$ cat src/include/uart_cfg_cfg.svh
// Build-time sizes and addresses of the UART peripheral, included by every file that needs them
`ifndef UART_CFG_CFG_SVH
`define UART_CFG_CFG_SVH

// Peripheral bus, word addressed
`define UART_ADDR_WD 14
`define UART_BUS_WD 16

// Byte base address, aligned to the decoder width
`define UART_BASE_ADDR 15'h0080

// Byte-address bits seen by the register decoder
`define UART_DEC_WD 3

// Character and divisor widths
`define UART_DATA_WD 8
`define UART_BAUD_WD 16

// Writable CTRL bits, enables and line enable
`define UART_CTRL_MASK 8'hF1

`endif

$ cat src/logic/uart_line_pkg.sv
// Serial line and frame types shared by the register bank and the two line engines
`include "uart_cfg_cfg.svh"

package uart_line_pkg;

  // One character on the line
  typedef logic [`UART_DATA_WD-1:0] data_t;

  // Baud divisor, one bit lasts divisor+1 cycles
  typedef logic [`UART_BAUD_WD-1:0] baud_t;

  // Frame bit index, zero means idle
  typedef logic [3:0] bit_idx_t;

  // Index after start, eight data and stop bits
  localparam bit_idx_t TX_LAST_BIT = 4'd11;

  // Receiver stops after the ninth sample, stop bit not sampled
  localparam bit_idx_t RX_LAST_BIT = 4'd10;

endpackage

$ cat src/logic/uart_reg_pkg.sv
// Programmer's view of the UART: register offsets and the CTRL and STATUS bit layouts
`include "uart_cfg_cfg.svh"

package uart_reg_pkg;

  // Byte offsets inside the block
  // Bit 0 picks the high lane, upper bits give the word
  typedef enum logic [`UART_DEC_WD-1:0] {
    CTRL    = 3'd0,
    STATUS  = 3'd1,
    BAUD_LO = 3'd2,
    BAUD_HI = 3'd3,
    DATA_TX = 3'd4,
    DATA_RX = 3'd5
  } reg_ofs_e;

  // CTRL layout, reserved bits held at zero by the write mask
  typedef struct packed {
    logic       ien_tx_empty;
    logic       ien_tx;
    logic       ien_rx_ovflw;
    logic       ien_rx;
    logic [2:0] rsvd;
    logic       en;
  } ctrl_t;

  // STATUS layout, upper nibble is write-one-to-clear
  typedef struct packed {
    logic tx_empty_pnd;
    logic tx_pnd;
    logic rx_ovflw_pnd;
    logic rx_pnd;
    logic tx_full;
    logic tx_busy;
    logic rsvd;
    logic rx_busy;
  } status_t;

endpackage

$ cat src/logic/uart_core_if.sv
// Bundle between the UART register bank and its transmit and receive engines
`timescale 1ns/10ps

interface uart_core_if;
  import uart_line_pkg::*;

  // Configuration from CTRL and BAUD
  logic  en;
  baud_t baud;

  // Transmit handshake, valid held until ready
  logic  tx_valid;
  data_t tx_data;
  logic  tx_ready;
  logic  tx_done;

  // Receive side, valid is a single pulse
  logic  rx_valid;
  data_t rx_data;
  logic  rx_busy;

  modport regs (output en, baud, tx_valid, tx_data,
                input tx_ready, tx_done, rx_valid, rx_data, rx_busy);
  modport tx (input en, baud, tx_valid, tx_data, output tx_ready, tx_done);
  modport rx (input en, baud, output rx_valid, rx_data, rx_busy);

endinterface

$ cat src/logic/uart_regs.sv
// UART register bank: bus decode, CTRL/BAUD/DATA registers, sticky flags, read mux and interrupts
`timescale 1ns/10ps
`include "uart_cfg_cfg.svh"

module uart_regs (
  input  logic                       mclk,
  input  logic                       puc_rst,
  input  logic [`UART_ADDR_WD-1:0]   per_addr,
  input  logic [`UART_BUS_WD-1:0]    per_din,
  input  logic                       per_en,
  input  logic [1:0]                 per_we,
  output logic [`UART_BUS_WD-1:0]    per_dout,
  output logic                       irq_uart_rx,
  output logic                       irq_uart_tx,
  uart_core_if.regs                  core
);
  import uart_reg_pkg::*;
  import uart_line_pkg::*;

  localparam int DEC_SZ = 1 << `UART_DEC_WD;
  localparam logic [`UART_ADDR_WD:0] BASE = `UART_BASE_ADDR;

  logic              reg_sel;
  logic [DEC_SZ-1:0] reg_dec;
  logic [DEC_SZ-1:0] reg_wr;
  logic [DEC_SZ-1:0] reg_rd;
  ctrl_t             ctrl;
  status_t           status;
  logic [7:0]        baud_lo;
  logic [7:0]        baud_hi;
  data_t             data_tx;
  data_t             data_rx;
  logic              tx_pend;
  // Sticky flags in STATUS order: tx_empty, tx, rx_ovflw, rx
  logic [3:0]        pnd;
  logic [3:0]        pnd_set;
  logic [3:0]        pnd_clr;
  // STATUS byte as seen on its write lane
  logic [7:0]        status_din;

  // Byte of the write bus seen by one register
  function automatic logic [7:0] lane_in(input logic [`UART_BUS_WD-1:0] din,
                                         input reg_ofs_e ofs);
    return ofs[0] ? din[15:8] : din[7:0];
  endfunction

  // Register placed on its lane, zero when not read
  function automatic logic [`UART_BUS_WD-1:0] lane_out(input logic [7:0] val,
                                                       input logic sel,
                                                       input reg_ofs_e ofs);
    logic [7:0] gated;
    gated = val & {8{sel}};
    return ofs[0] ? {gated, 8'h00} : {8'h00, gated};
  endfunction

  ////////////////////////////////////////////////////////////////////////////
  // Address decode
  ////////////////////////////////////////////////////////////////////////////

  // Word address compared against byte base shifted right by one
  assign reg_sel = per_en &
                   (per_addr[`UART_ADDR_WD-1:`UART_DEC_WD-1] == BASE[`UART_ADDR_WD:`UART_DEC_WD]);

  // One-hot select per offset, lane write strobes
  always_comb begin
    for (int i = 0; i < DEC_SZ; i++) begin
      reg_dec[i] = reg_sel & (per_addr[`UART_DEC_WD-2:0] == 2'(i >> 1));
      reg_wr[i]  = reg_dec[i] & per_we[i & 1];
      reg_rd[i]  = reg_dec[i] & ~|per_we;
    end
  end

  ////////////////////////////////////////////////////////////////////////////
  // Registers
  ////////////////////////////////////////////////////////////////////////////

  always_ff @(posedge mclk or posedge puc_rst) begin
    if (puc_rst) begin
      ctrl    <= '0;
      baud_lo <= '0;
      baud_hi <= '0;
      data_tx <= '0;
    end else begin
      // Reserved CTRL bits never stick
      if (reg_wr[CTRL]) ctrl <= ctrl_t'(lane_in(per_din, CTRL) & `UART_CTRL_MASK);
      if (reg_wr[BAUD_LO]) baud_lo <= lane_in(per_din, BAUD_LO);
      if (reg_wr[BAUD_HI]) baud_hi <= lane_in(per_din, BAUD_HI);
      if (reg_wr[DATA_TX]) data_tx <= lane_in(per_din, DATA_TX);
    end
  end

  // Received byte latched on every completion, overflow reported separately
  always_ff @(posedge mclk or posedge puc_rst) begin
    if (puc_rst) begin
      data_rx <= '0;
    end else if (core.rx_valid) begin
      data_rx <= core.rx_data;
    end
  end

  // Transmit pending, a new write wins over the handshake
  always_ff @(posedge mclk or posedge puc_rst) begin
    if (puc_rst) begin
      tx_pend <= 1'b0;
    end else if (reg_wr[DATA_TX]) begin
      tx_pend <= 1'b1;
    end else if (core.tx_ready) begin
      tx_pend <= 1'b0;
    end
  end

  // Sticky flags, hardware set beats write-one clear
  assign pnd_set = {core.tx_done & ~tx_pend, core.tx_done,
                    core.rx_valid & pnd[0], core.rx_valid};
  assign status_din = lane_in(per_din, STATUS);
  assign pnd_clr    = {4{reg_wr[STATUS]}} & status_din[7:4];

  always_ff @(posedge mclk or posedge puc_rst) begin
    if (puc_rst) begin
      pnd <= '0;
    end else begin
      pnd <= (pnd & ~pnd_clr) | pnd_set;
    end
  end

  always_comb begin
    status = '0;
    {status.tx_empty_pnd, status.tx_pnd, status.rx_ovflw_pnd, status.rx_pnd} = pnd;
    status.tx_busy = tx_pend | ~core.tx_ready;
    status.tx_full = tx_pend & ~core.tx_ready;
    status.rx_busy = core.rx_busy;
  end

  // Core side
  assign core.en       = ctrl.en;
  assign core.baud     = {baud_hi, baud_lo};
  assign core.tx_valid = tx_pend;
  assign core.tx_data  = data_tx;

  ////////////////////////////////////////////////////////////////////////////
  // Read mux and interrupts
  ////////////////////////////////////////////////////////////////////////////

  assign per_dout = lane_out(ctrl, reg_rd[CTRL], CTRL) |
                    lane_out(status, reg_rd[STATUS], STATUS) |
                    lane_out(baud_lo, reg_rd[BAUD_LO], BAUD_LO) |
                    lane_out(baud_hi, reg_rd[BAUD_HI], BAUD_HI) |
                    lane_out(data_tx, reg_rd[DATA_TX], DATA_TX) |
                    lane_out(data_rx, reg_rd[DATA_RX], DATA_RX);

  assign irq_uart_rx = (status.rx_pnd & ctrl.ien_rx) |
                       (status.rx_ovflw_pnd & ctrl.ien_rx_ovflw);
  assign irq_uart_tx = (status.tx_pnd & ctrl.ien_tx) |
                       (status.tx_empty_pnd & ctrl.ien_tx_empty);

  // At most one register per lane on a read
  a_lane_onehot: assert property (@(posedge mclk) disable iff (puc_rst)
    $onehot0(reg_rd & {DEC_SZ/2{2'b01}}) && $onehot0(reg_rd & {DEC_SZ/2{2'b10}}));

  // Pending byte is not dropped before the engine takes it
  a_tx_hold: assert property (@(posedge mclk) disable iff (puc_rst)
    core.tx_valid && !core.tx_ready |=> core.tx_valid);

endmodule

$ cat src/logic/uart_tx.sv
// UART transmit engine: sends one 8N1 frame LSB first per handshake with the register bank
`timescale 1ns/10ps

module uart_tx (
  input  logic    mclk,
  input  logic    puc_rst,
  uart_core_if.tx core,
  output logic    uart_txd
);
  import uart_line_pkg::*;

  bit_idx_t              bit_idx;
  baud_t                 baud_cnt;
  // Start bit at bit 0, ones shifted in behind the data
  logic [$bits(data_t):0] shift;
  logic                  start;
  logic                  bit_inc;

  // Idle when no frame in flight
  assign core.tx_ready = (bit_idx == '0);
  assign start         = core.tx_valid & core.tx_ready;

  // Bit boundary once the divisor has run out
  assign bit_inc      = (bit_idx != '0) & (baud_cnt == '0);
  // Only one cycle at the last index
  assign core.tx_done = (bit_idx == TX_LAST_BIT);

  // Bit index, 1 is start bit, 10 stop bit
  always_ff @(posedge mclk or posedge puc_rst) begin
    if (puc_rst) begin
      bit_idx <= '0;
    end else if (!core.en) begin
      bit_idx <= '0;
    end else if (start) begin
      bit_idx <= bit_idx_t'(1);
    end else if (core.tx_done) begin
      bit_idx <= '0;
    end else if (bit_inc) begin
      bit_idx <= bit_idx + 1'b1;
    end
  end

  // Baud down-counter, reloaded at each boundary
  always_ff @(posedge mclk or posedge puc_rst) begin
    if (puc_rst) begin
      baud_cnt <= '0;
    end else if (!core.en) begin
      baud_cnt <= '0;
    end else if (start | bit_inc) begin
      baud_cnt <= core.baud;
    end else if (baud_cnt != '0) begin
      baud_cnt <= baud_cnt - 1'b1;
    end
  end

  // Line register, all ones is an idle line
  always_ff @(posedge mclk or posedge puc_rst) begin
    if (puc_rst) begin
      shift <= '1;
    end else if (!core.en) begin
      shift <= '1;
    end else if (start) begin
      shift <= {core.tx_data, 1'b0};
    end else if (bit_inc) begin
      shift <= {1'b1, shift[$bits(data_t):1]};
    end
  end

  assign uart_txd = shift[0];

  // Disabled engine idles the line by the next cycle
  a_txd_idle: assert property (@(posedge mclk) disable iff (puc_rst)
    !core.en |=> uart_txd);

endmodule

$ cat src/logic/uart_rx.sv
// UART receive engine: filters the pin, finds the start edge and samples 8N1 frames mid-bit
`timescale 1ns/10ps

module uart_rx (
  input  logic    mclk,
  input  logic    puc_rst,
  uart_core_if.rx core,
  input  logic    uart_rxd
);
  import uart_line_pkg::*;

  logic [1:0] rxd_sync;
  logic [1:0] rxd_hist;
  logic       rxd_maj;
  logic       maj_nxt;
  logic       rxd_fe;
  bit_idx_t   bit_idx;
  baud_t      baud_cnt;
  data_t      rx_shift;
  logic       start;
  logic       bit_inc;

  ////////////////////////////////////////////////////////////////////////////
  // Line conditioning
  ////////////////////////////////////////////////////////////////////////////

  // Two-flop synchronizer, idle high out of reset
  always_ff @(posedge mclk or posedge puc_rst) begin
    if (puc_rst) begin
      rxd_sync <= 2'b11;
      rxd_hist <= 2'b11;
      rxd_maj  <= 1'b1;
    end else begin
      rxd_sync <= {rxd_sync[0], uart_rxd};
      rxd_hist <= {rxd_hist[0], rxd_sync[1]};
      rxd_maj  <= maj_nxt;
    end
  end

  // Two of three samples, rejects single-cycle glitches
  assign maj_nxt = (rxd_sync[1] & rxd_hist[0]) | (rxd_sync[1] & rxd_hist[1]) |
                   (rxd_hist[0] & rxd_hist[1]);
  assign rxd_fe  = rxd_maj & ~maj_nxt;

  ////////////////////////////////////////////////////////////////////////////
  // Frame timing
  ////////////////////////////////////////////////////////////////////////////

  assign start         = (bit_idx == '0) & rxd_fe;
  assign bit_inc       = (bit_idx != '0) & (baud_cnt == '0);
  assign core.rx_valid = (bit_idx == RX_LAST_BIT);
  assign core.rx_busy  = (bit_idx != '0);

  always_ff @(posedge mclk or posedge puc_rst) begin
    if (puc_rst) begin
      bit_idx <= '0;
    end else if (!core.en) begin
      bit_idx <= '0;
    end else if (start) begin
      bit_idx <= bit_idx_t'(1);
    end else if (core.rx_valid) begin
      bit_idx <= '0;
    end else if (bit_inc) begin
      bit_idx <= bit_idx + 1'b1;
    end
  end

  // Half a bit to the first sample, full bits after
  always_ff @(posedge mclk or posedge puc_rst) begin
    if (puc_rst) begin
      baud_cnt <= '0;
    end else if (!core.en) begin
      baud_cnt <= '0;
    end else if (start) begin
      baud_cnt <= core.baud >> 1;
    end else if (bit_inc) begin
      baud_cnt <= core.baud;
    end else if (baud_cnt != '0) begin
      baud_cnt <= baud_cnt - 1'b1;
    end
  end

  // LSB first, start bit falls out the bottom after eight more samples
  always_ff @(posedge mclk or posedge puc_rst) begin
    if (puc_rst) begin
      rx_shift <= '0;
    end else if (bit_inc) begin
      rx_shift <= {rxd_maj, rx_shift[$bits(data_t)-1:1]};
    end
  end

  assign core.rx_data = rx_shift;

  // Completion is a single pulse per frame
  a_rx_pulse: assert property (@(posedge mclk) disable iff (puc_rst)
    core.rx_valid |=> !core.rx_valid);

endmodule

$ cat src/logic/uart_periph.sv
// UART peripheral top level: 16-bit peripheral bus and serial pins around the register bank and engines
`timescale 1ns/10ps
`include "uart_cfg_cfg.svh"

module uart_periph (
  input  logic                     mclk,
  input  logic                     puc_rst,
  // Peripheral bus
  input  logic [`UART_ADDR_WD-1:0] per_addr,
  input  logic [`UART_BUS_WD-1:0]  per_din,
  input  logic                     per_en,
  input  logic [1:0]               per_we,
  output logic [`UART_BUS_WD-1:0]  per_dout,
  // Serial pins
  input  logic                     uart_rxd,
  output logic                     uart_txd,
  // Interrupts
  output logic                     irq_uart_rx,
  output logic                     irq_uart_tx
);

  // Register bank to engine bundle
  uart_core_if core ();

  uart_regs i_regs (
    .mclk        (mclk),
    .puc_rst     (puc_rst),
    .per_addr    (per_addr),
    .per_din     (per_din),
    .per_en      (per_en),
    .per_we      (per_we),
    .per_dout    (per_dout),
    .irq_uart_rx (irq_uart_rx),
    .irq_uart_tx (irq_uart_tx),
    .core        (core.regs)
  );

  uart_tx i_tx (
    .mclk     (mclk),
    .puc_rst  (puc_rst),
    .core     (core.tx),
    .uart_txd (uart_txd)
  );

  uart_rx i_rx (
    .mclk     (mclk),
    .puc_rst  (puc_rst),
    .core     (core.rx),
    .uart_rxd (uart_rxd)
  );

endmodule

$ cat config.mk
export PLATFORM = sky130hd
export DESIGN_NAME = uart_periph
export DESIGN_NICKNAME = d
export VERILOG_FILES = /design/src/logic/uart_line_pkg.sv /design/src/logic/uart_reg_pkg.sv /design/src/logic/uart_core_if.sv /design/src/logic/uart_regs.sv /design/src/logic/uart_tx.sv /design/src/logic/uart_rx.sv /design/src/logic/uart_periph.sv
export VERILOG_INCLUDE_DIRS = /design/src /design/src/include
export SDC_FILE = /design/constraint.sdc
export NUM_CORES = 1
export LEC_CHECK = 0
export ABC_AREA = 1
export BUFFER_PORTS_ARGS = -buffer_cell sky130_fd_sc_hd__buf_2
export CORE_UTILIZATION = 53
export DETAILED_ROUTE_END_ITERATION = 8
export PLACE_DENSITY = 0.72
export SLEW_MARGIN = 20
export SYNTH_ARGS = -nofsm -noshare
export SYNTH_HDL_FRONTEND = slang
export SYNTH_SLANG_ARGS = --single-unit
$ cat constraint.sdc
create_clock -name mclk -period 4.07 [get_ports mclk]
set_clock_uncertainty 0.1 [all_clocks]
set_input_delay 0.2035 -clock mclk [delete_from_list [all_inputs] [get_ports mclk]]
set_output_delay 0.2035 -clock mclk [all_outputs]
set_load 0.005 [all_outputs]
; ---- Word level (Yosys, flattened, before mapping)
; Index checks and enable logic that the tools add are counted.
[classes]
add_sub_neg = 4
eq_ne = 10
muxes = 20
n_bitwise = 51
reduce_logical = 12
[op_table]
columns = cell, n
row1 = $mux W16, 7
row2 = $and A8 B8 Y8, 6
row3 = $logic_not A16 Y1, 2
row4 = $mux W4, 8
row5 = $or A16 B16 Y16, 2
row6 = $or A16 B8 Y16, 2
row7 = $reduce_bool A16 Y1, 2
row8 = $sub A16 B1 Y16 const B, 2
row9 = $and A1 B1 Y1, 27
row10 = $mux W9, 3
row11 = $or A8 B16 Y16, 1
row12 = $eq A12 B5 Y1 const B, 1
row13 = $ne A4 B1 Y1 const B, 3
row14 = $add A4 B1 Y4 const B, 2
row15 = $and A4 B4 Y4, 2
row16 = $eq A4 B4 Y1 const B, 2
row17 = $logic_not A4 Y1, 2
row18 = $reduce_bool A4 Y1, 2
row19 = $ne A3 B1 Y1 const B, 2
row20 = $or A1 B1 Y1, 6
row21 = $not A4 Y4, 1
row22 = $or A4 B4 Y4, 1
row23 = $not A1 Y1, 3
row24 = $eq A2 B1 Y1 const B, 1
row25 = other kinds (6), 7
[word_totals]
register_bits = 104
in_bits = 36
out_inout_bits = 19
word_cells = 117

; ---- Longest topological paths before layout
; Gate-level depths: netlist of run 1.
[logic_depth]
ltp_word = 10
depth_mapped = 11
mapped_depth_nobuf = 11

; ---- Cells and area by module
; From an unflattened synthesis of run 1, not the netlist that was laid out.
[hier_totals]
hier_cells = 862
area_unflattened_um2 = 6476.2
[modules_own_cells]
columns = mod, instances, cells_per_inst, area_per_inst_um2, seq_area_each_um2
row1 = uart_regs, 1, 280, 2319.7, 1051.0
row2 = uart_rx, 1, 316, 2192.1, 832.0
row3 = uart_tx, 1, 266, 1964.4, 737.0

; ---- Least setup slack after synthesis of run 1
; Ideal clock, no wire load.
[synth_timing]
kind = reg2reg
start = register i_rx.bit_idx[0]
end = register i_rx.baud_cnt[0]
setup_ps = 117
t_arrival_ps = 1428
required_ps = 3853
setup_slack_ps = 2425
path_stages_with_launch = 12
path_buffers = 1
period_less_slack_ps = 1645
cell_sequence = dfrtp_1 -> inv_1 -> ha_1 -> nand2_4 -> inv_4 -> nand3_4 -> nand2_4 -> nor2_2 -> nor2_4 -> buf_6 -> nand3_1 -> nand2_1
[synth_via]
elab_chain_len = 5
word_cells_on_any_way = 8
cone_classes = eq/ne (1) / mux (3) / bitwise (2) / reduce/logical (2)
[synth_lines]
columns = element, line_no
row1 = start: declaration, uart_rx.sv:17  ; bit_idx_t bit_idx;
row2 = start signal: assignment, uart_rx.sv:60  ; bit_idx <= bit_idx_t'(1);
row3 = start signal: assignment, uart_rx.sv:64  ; bit_idx <= bit_idx + 1'b1;
row4 = $reduce_bool A4 Y1, uart_rx.sv:50  ; assign bit_inc = (bit_idx != '0) & (baud_cnt == '0);
row5 = $and A1 B1 Y1, uart_rx.sv:50
row6 = $mux W16, uart_rx.sv:76  ; end else if (bit_inc) begin
row7 = $mux W16, uart_rx.sv:74  ; end else if (start) begin
row8 = $mux W16, uart_rx.sv:72  ; end else if (!core.en) begin
row9 = end signal: assignment, uart_rx.sv:75  ; baud_cnt <= core.baud >> 1;
row10 = end signal: assignment, uart_rx.sv:77  ; baud_cnt <= core.baud;
row11 = end signal: assignment, uart_rx.sv:79  ; baud_cnt <= baud_cnt - 1'b1;
row12 = end: declaration, uart_rx.sv:18  ; baud_t baud_cnt;
; Several ways; a longest one is shown, not always the timed one.
; A chain may end at the register's enable or synchronous reset.

; ---- Worst setup path after layout of run 1
[layout_timing]
start = register i_rx.bit_idx[0]
end = register i_rx.baud_cnt[6]
; Same word-level chain as after synthesis.

==> reports/summary.txt, run 1 <==
=================================================================================
Share of layout cells above drive strength 1                                15.2%
Maximum single-stage delay on the critical path                           0.42 ns
Core Rows                                                                      39
Net total in the final layout                                                 934
Chip height                                                                110 um
Buffers plus inverters on the worst setup path                                  3
Arrival time at the worst endpoint                                        2.29 ns
Detailed Route WL                                                         15.9 mm
Count of flip-flops with a built-in enable after synthesis                      0
Die X                                                                      110 um
Number of sinks handled by clock tree synthesis                               104
Post-route fraction of the period consumed by the critical path             51.7%
Relative area change from synthesis to final layout                         11.1%
List of cells traversed by the critical path                         inv_1 > ha_1 > nand2_4 > inv_4 > nand3_4 > nand2_4 > nor2_2 > nor2_4 > inv_1 > nor2_1
Average footprint of a synthesized cell                                  7.36 um2
Top flip-flop cell by instance count after synthesis                 sky130_fd_sc_hd__dfrtp_1
Sum Neg Setup Slack                                                          0 ns
Clock period minus final worst setup slack                                2.11 ns
Highest clock rate                                                        475 MHz
HP Class                                                             input pin to flip-flop
Status                                                                  completed
Post-Synthesis Net Count                                                      885
TritonCTS buffer count                                                          9
ANT cells                                                                       0
CP Class                                                             flip-flop to flip-flop
Most used cells in the layout excluding fill and tap cells           sky130_fd_sc_hd__nand2_1 (215), sky130_fd_sc_hd__inv_1 (101), sky130_fd_sc_hd__nor2_1 (95)
Post-cts gate resize count                                                      0
Root Buffer Master                                                   sky130_fd_sc_hd__clkbuf_16
Critical-path maximum fanout                                                   16
Cell count after synthesis                                                    840
Final number of hold-violating endpoints                                        0
Launching element type of the critical path                             flip-flop
Yosys reg bits                                                                104
Initial DRC count                                                             406
Portion of synthesized cell area occupied by the leading cell type          36.4%
Global-route congestion overflow total                                          0
Register area share after synthesis                                         42.4%
Number of warnings issued by yosys                                              0
Max-slew headroom at the worst pin                                          38.4%
First-pass GRT wire length                                                26.3 mm
Post-Syn Area                                                            6180 um2
Routed vias                                                                  5617
Final max-slew violation count                                                  0
Pwr/cell area                                                          297 nW/um2
Top area cells in the synthesized netlist                            sky130_fd_sc_hd__dfrtp_1 (36%), sky130_fd_sc_hd__nand2_1 (13%), sky130_fd_sc_hd__o21ai_0 (6.8%), sky130_fd_sc_hd__nand3_1 (6.6%), sky130_fd_sc_hd__inv_1 (6.2%)
Unrepaired setup endpoints after global routing                             false
Largest delay share family, worst path                               simple AND/OR/NAND/NOR gates
Transition time of the tightest slew-check pin                           0.924 ns
Antenna violations before repair                                                0
TritonCTS clock tree                                                         done
Library cell occupying the most area in the post-synthesis netlist   sky130_fd_sc_hd__dfrtp_1
Crit end category                                                       flip-flop
Clock tree buffer depth                                                         2
DR WL/cell                                                                15.4 um
Die area                                                                12100 um2
Clock slew seen by the registers of the worst setup and hold paths        0.08 ns
Maximum number of pins on one net before global-route repair                   77
DR vias/cell                                                                 5.42
Net switching component of the power                                     0.486 mW
Remaining design rule violation count                                           0
Final estimated routing congestion in global placement                      0.924
Number of top-level pins                                                       55
Aggregate global-route resource usage                                       28.7%
Clock H-tree levels                                                             3
Total core area                                                         11400 um2
Endpoint required time on the critical path                               4.26 ns
Count of input and output buffers                                              54
Part of the total power dissipated in the clock network                     44.5%
Peak supply drop                                                           267 uV
Setup-failing EPs final                                                         0
Commonest non-fill, non-tap cell in the layout                       sky130_fd_sc_hd__nand2_1
Slowest cell on the critical path                                    sky130_fd_sc_hd__dfrtp_1
Number of optimization iterations in the first detailed-route pass              4
Placed wire-length estimate after detailed placement                      11.7 mm
Post-synth ARST share                                                        100%
FF-to-FF setup slack                                                      1.96 ns
Via count of the first global-routing pass                                   5282
Initial Utilization                                                         54.4%
Worst-Skew Late Latency                                                   0.36 ns
Internal Dissipation                                                      1.55 mW
Switching share of power                                                    23.8%
Number of max-cap violations                                                    0
Share of total power in sequential cells                                    51.1%
Power share of the combinational group                                       4.4%
Count of cell types in the netlist                                             38
Static Leak                                                               3.58 nW
ANT nets after route                                                            0
PnR Total Power                                                           2.04 mW
=================================================================================
==> cell usage after synthesis (4+ instances only) <==
master                     number
sky130_fd_sc_hd__inv_1        102
sky130_fd_sc_hd__a31oi_1        7
sky130_fd_sc_hd__inv_4          4
sky130_fd_sc_hd__nand2_2        5
sky130_fd_sc_hd__nand2_4        5
sky130_fd_sc_hd__buf_6          6
sky130_fd_sc_hd__nand3_4        4
sky130_fd_sc_hd__ha_1           9
sky130_fd_sc_hd__clkbuf_1      10
sky130_fd_sc_hd__nor3_1         7
sky130_fd_sc_hd__nor2_4         4
sky130_fd_sc_hd__xnor2_1        7
sky130_fd_sc_hd__nand3_1       81
sky130_fd_sc_hd__o21ai_1        9
sky130_fd_sc_hd__nand4_1       20
sky130_fd_sc_hd__o21ai_0       84
sky130_fd_sc_hd__dfrtp_1       90
sky130_fd_sc_hd__xor2_1         8
sky130_fd_sc_hd__nor2_1        96
sky130_fd_sc_hd__nand2_1      215
sky130_fd_sc_hd__a21oi_1       12
sky130_fd_sc_hd__dfstp_2       14
sky130_fd_sc_hd__buf_2          8
sky130_fd_sc_hd__nor2_2        12
==> metrics by stage <==
| stage | std cells | utilization [%] | setup slack, ns | cell area (um2) | hold WS (ns) |
|---|---|---|---|---|---|
| 2_1_floorplan | 840 | - | 1.06 | 6180 | 0.108 |
| 3_3_place_gp | 1015 | 57.2 | 1.99 | 6510 | 0.211 |
| 3_5_place_dp | 1015 | 57.2 | 1.95 | 6510 | 0.217 |
| 4_1_cts | 1037 | 60.4 | 1.95 | 6870 | 0.000744 |
| 5_1_grt | 1037 | 60.4 | 1.75 | 6870 | 0.0230 |
| 6_report | 1037 | 60.4 | 1.96 | 6870 | 0.00897 |
==> worst reg2reg max path: cells and delay by family (launching register included) <==
| family | cells | cell delay (ns) |
|---|---|---|
| DFF | 1 | 0.42 |
| and+or+nand+nor | 6 | 0.99 |
| buffers and inverters | 3 | 0.32 |
| adders and majority gates | 1 | 0.20 |
==> sequential cells by signal, summed over array words and instances, names as in the netlist <==
| register | count |
|---|---|
| i_regs.baud_lo | 8 |
| i_tx.baud_cnt | 16 |
| i_tx.bit_idx | 4 |
| i_regs.data_rx | 8 |
| i_tx.shift | 9 |
| i_rx.baud_cnt | 16 |
| i_regs.core.tx_valid | 1 |
| i_regs.core.en | 1 |
| i_regs.core.tx_data | 8 |
| i_regs.pnd | 4 |
| i_rx.rxd_maj | 1 |
| i_regs.ctrl | 4 |
| i_rx.rxd_sync | 2 |
| i_rx.rxd_hist | 2 |
| i_rx.core.rx_data | 8 |
| i_rx.bit_idx | 4 |
| i_regs.baud_hi | 8 |
==> per-layer routing <==
layer,share of wire (%),track usage (%),up-vias
met3,5.5,6.23,24
met2,46,44.5,180
li1,-,-,2800
met1,46,40.0,2613
met4,1.9,9.33,0
met5,0,0,-
==> kinds of logic after synthesis <==
group / count (synthesis) / share of synthesized area [%]
AND/OR/NAND/NOR: 457 / 33.9
XOR/XNOR: 15 / 2.13
adder cells (fa/ha/maj): 9 / 1.82
buffers and inverters: 135 / 9.37
AO/OA/AOI/OAI: 120 / 10.4
flip-flops: 104 / 42.4
==> layout make-up <==
type | count | area (um2)
Fill cell | 1032 | 4500
Multi-Input combinational cell | 601 | 2990
Sequential cell | 104 | 2620
Inverter | 109 | 422
Timing Repair Buffer | 64 | 360
Clock buffer | 10 | 229
Tap cell | 143 | 179
Clock inverter | 6 | 75.1
==> worst paths after layout <==
kind,cells after the start,start,end
min,3,per_din[14],i_regs.baud_hi[6]
max reg2reg,10,i_rx.bit_idx[0],i_rx.baud_cnt[6]
min in group asynchronous,3,puc_rst,i_rx.core.rx_data[4]
max,10,i_rx.bit_idx[0],i_rx.baud_cnt[6]
min reg2reg,0,i_rx.rxd_sync[0],i_rx.rxd_sync[1]
max in group asynchronous,4,puc_rst,i_rx.rxd_sync[1]
==> power groups by stage <==
stage / logic, mW / clock network [mW] / registers, mW
finish: 0.0906 / 0.907 / 1.04
global route: 0.105 / 0.962 / 1.04
CTS: 0.0916 / 0.922 / 1.04
detailed placement: 0.0870 / 0 / 1.06
global placement: 0.0858 / 0 / 1.06
floorplan: 0.0516 / 0 / 1.06
==> timing repair <==
| action | in CTS | in global routing |
|---|---|---|
| setup buffers | 0 | 0 |
| endpoints found under the hold margin | 29 | 0 |
| hold buffers | 6 | 0 |
(Power assumes the default switching activity.)
==> run 2: changes to the inputs <==
--- a/config.mk
+++ b/config.mk
@@ -10,7 +10,7 @@
 export BUFFER_PORTS_ARGS = -buffer_cell sky130_fd_sc_hd__buf_2
 export CORE_UTILIZATION = 53
 export DETAILED_ROUTE_END_ITERATION = 8
-export PLACE_DENSITY = 0.72
+export PLACE_DENSITY = 0.75
 export SLEW_MARGIN = 20
 export SYNTH_ARGS = -nofsm -noshare
 export SYNTH_HDL_FRONTEND = slang
==> constraint.sdc (replaced) <==
create_clock -name mclk -period 1.7 [get_ports mclk]
set_clock_uncertainty 0.1 [all_clocks]
set_input_delay 0.085 -clock mclk [delete_from_list [all_inputs] [get_ports mclk]]
set_output_delay 0.085 -clock mclk [all_outputs]
set_load 0.005 [all_outputs]
==> reports/summary.txt, run 2 (synthesized netlist as in run 1, its figures left out) <==
=================================================================================
Status                                                               finished with violations
Failing checks                                                       setup timing
Clock period minus final worst setup slack                                1.80 ns
Detailed Route WL                                                         20.3 mm
ANT cells                                                                       0
Core utilization of the finished layout                                     74.6%
Remaining design rule violation count                                           0
Commonest non-fill, non-tap cell in the layout                       sky130_fd_sc_hd__nand2_1
Final max-slew violation count                                                  0
Clock H-tree levels                                                             3
Static Leak                                                               4.35 nW
Total core area                                                         11400 um2
Die X                                                                      110 um
Antenna violations before repair                                                0
Number of top-level pins                                                       55
Die area                                                                12100 um2
Share of layout cells above drive strength 1                                34.5%
DR vias/cell                                                                 5.72
Unrepaired setup endpoints after global routing                              true
DR WL/cell                                                                17.6 um
Arrival time at the worst endpoint                                        1.95 ns
Final number of hold-violating endpoints                                        0
Peak supply drop                                                           493 uV
Registers with the highest flip-flop counts                          i_rx.baud_cnt x16, i_tx.baud_cnt x16, i_tx.shift x9
Initial Utilization                                                         54.4%
Initial DRC count                                                             660
TritonCTS clock tree                                                         done
Highest clock rate                                                        556 MHz
Clock tree buffer depth                                                         2
Routed vias                                                                  6614
Worst slack, placed                                                    -0.0670 ns
TritonCTS buffer count                                                          9
Transition time of the tightest slew-check pin                           0.569 ns
Critical-path maximum fanout                                                    8
Launching element type of the critical path                             flip-flop
Placed wire-length estimate after detailed placement                      12.0 mm
Least setup slack across all paths after layout                        -0.0984 ns
Root Buffer Master                                                   sky130_fd_sc_hd__clkbuf_16
First-pass GRT wire length                                                28.4 mm
Aggregate global-route resource usage                                       31.1%
Endpoint required time on the critical path                               1.85 ns
Count of input and output buffers                                              54
ANT nets after route                                                            0
Final estimated routing congestion in global placement                      0.892
Post-route fraction of the period consumed by the critical path              106%
HP Class                                                             input pin to flip-flop
Clock slew seen by the registers of the worst setup and hold paths        0.08 ns
Chip height                                                                110 um
Number of sinks handled by clock tree synthesis                               104
Number of optimization iterations in the first detailed-route pass              5
Crit end category                                                       flip-flop
Maximum number of pins on one net before global-route repair                  105
Worst-Skew Late Latency                                                   0.36 ns
Max-slew headroom at the worst pin                                          62.0%
Most used cells in the layout excluding fill and tap cells           sky130_fd_sc_hd__nand2_1 (194), sky130_fd_sc_hd__buf_4 (91), sky130_fd_sc_hd__inv_1 (90)
CP Class                                                             flip-flop to flip-flop
Global-route congestion overflow total                                          0
Core Rows                                                                      39
Number of max-cap violations                                                    0
Setup-failing EPs final                                                        28
Via count of the first global-routing pass                                   5922
Net total in the final layout                                                1054
Relative area change from synthesis to final layout                         37.2%
Pwr/cell area                                                          579 nW/um2
=================================================================================
[run 2: changes by cell type in the layout (fill, tap and decap cells not counted), moves of 13 or more]
cell and change:
sky130_fd_sc_hd__nand2_1 -21, sky130_fd_sc_hd__buf_4 +87, sky130_fd_sc_hd__nor2_2 +19, sky130_fd_sc_hd__o21ai_0 -16
sky130_fd_sc_hd__dlygate4sd3_1 +13, sky130_fd_sc_hd__nor2_1 -39, sky130_fd_sc_hd__nor2_4 +20, sky130_fd_sc_hd__nand3_1 -14
[run 2: worst max-delay path, stage by stage, from the launching register on]
cell and delay (ns):
sky130_fd_sc_hd__dfrtp_1 0.40, sky130_fd_sc_hd__inv_2 0.10, sky130_fd_sc_hd__ha_4 0.20, sky130_fd_sc_hd__nand3_4 0.10, sky130_fd_sc_hd__nor2_4 0.12, sky130_fd_sc_hd__nand4_1 0.15, sky130_fd_sc_hd__nor2_2 0.16, sky130_fd_sc_hd__nor2_4 0.06
sky130_fd_sc_hd__buf_12 0.18, sky130_fd_sc_hd__nand3_2 0.06, sky130_fd_sc_hd__nand2_1 0.06
[run 2: what timing repair did]
action,CTS,global route
endpoints found under the hold margin,124,0
resized for setup,40,142
hold buffers,19,0
setup endpoints to repair,31,58
gates cloned,2,3
pin swaps,21,59
setup buffers,12,17
[run 2: area by class of cell]
type / instances / area, um2
Multi-Input combinational cell: 603 / 3530
Sequential cell: 104 / 2630
Timing Repair Buffer: 181 / 1410
Clock buffer: 9 / 225
Inverter: 109 / 443
Timing Repair inverter: 1 / 7.51
Fill cell: 780 / 2890
Clock inverter: 7 / 67.6
Tap cell: 143 / 179
[run 2: per-stage QoR]
step / TNS, ns / cells / hold slack [ns] / instance area, um2 / power (mW)
floorplan: 0 / 840 / -0.0105 / 6190 / 2.66
global placement: -0.366 / 1088 / 0.0904 / 7090 / 2.76
detailed placement: -0.472 / 1088 / 0.0934 / 7090 / 2.76
CTS: -0.197 / 1137 / 0.0572 / 7850 / 4.87
global route: -4.31 / 1157 / 0.103 / 8480 / 5.03
finish: -1.49 / 1157 / 0.0666 / 8480 / 4.91
[run 2: per-layer routing]
metal  vias up  track usage, %  wire [um]
li1       3045               -          -
met3        89            4.29       1520
met5         -               0          0
met2       371            50.3       9790
met4         0            15.8       1090
met1      3109            41.0       7940
[run 2: where the power goes]
group          leakage (nW)  switching [mW]  internal, mW
clock                 0.143            1.09          1.04
combinational          2.83           0.183         0.103
sequential             1.38         0.00646          2.49
[run 2: final timing paths]
path / endpoint / slack [ns] / start / cells after the start
worst max register to register: i_rx.baud_cnt[1] / -0.1 / i_rx.baud_cnt[0] / 10
worst min register to register: i_rx.rxd_sync[1] / 0.26 / i_rx.rxd_sync[0] / 0
worst min-delay path: i_regs.baud_hi[4] / 0.07 / per_we[1] / 3
max in group asynchronous: i_regs.core.tx_valid / 0.72 / puc_rst / 4
min in group asynchronous: i_rx.core.rx_data[3] / 0.31 / puc_rst / 4
worst max-delay path: i_rx.baud_cnt[1] / -0.1 / i_rx.baud_cnt[0] / 10
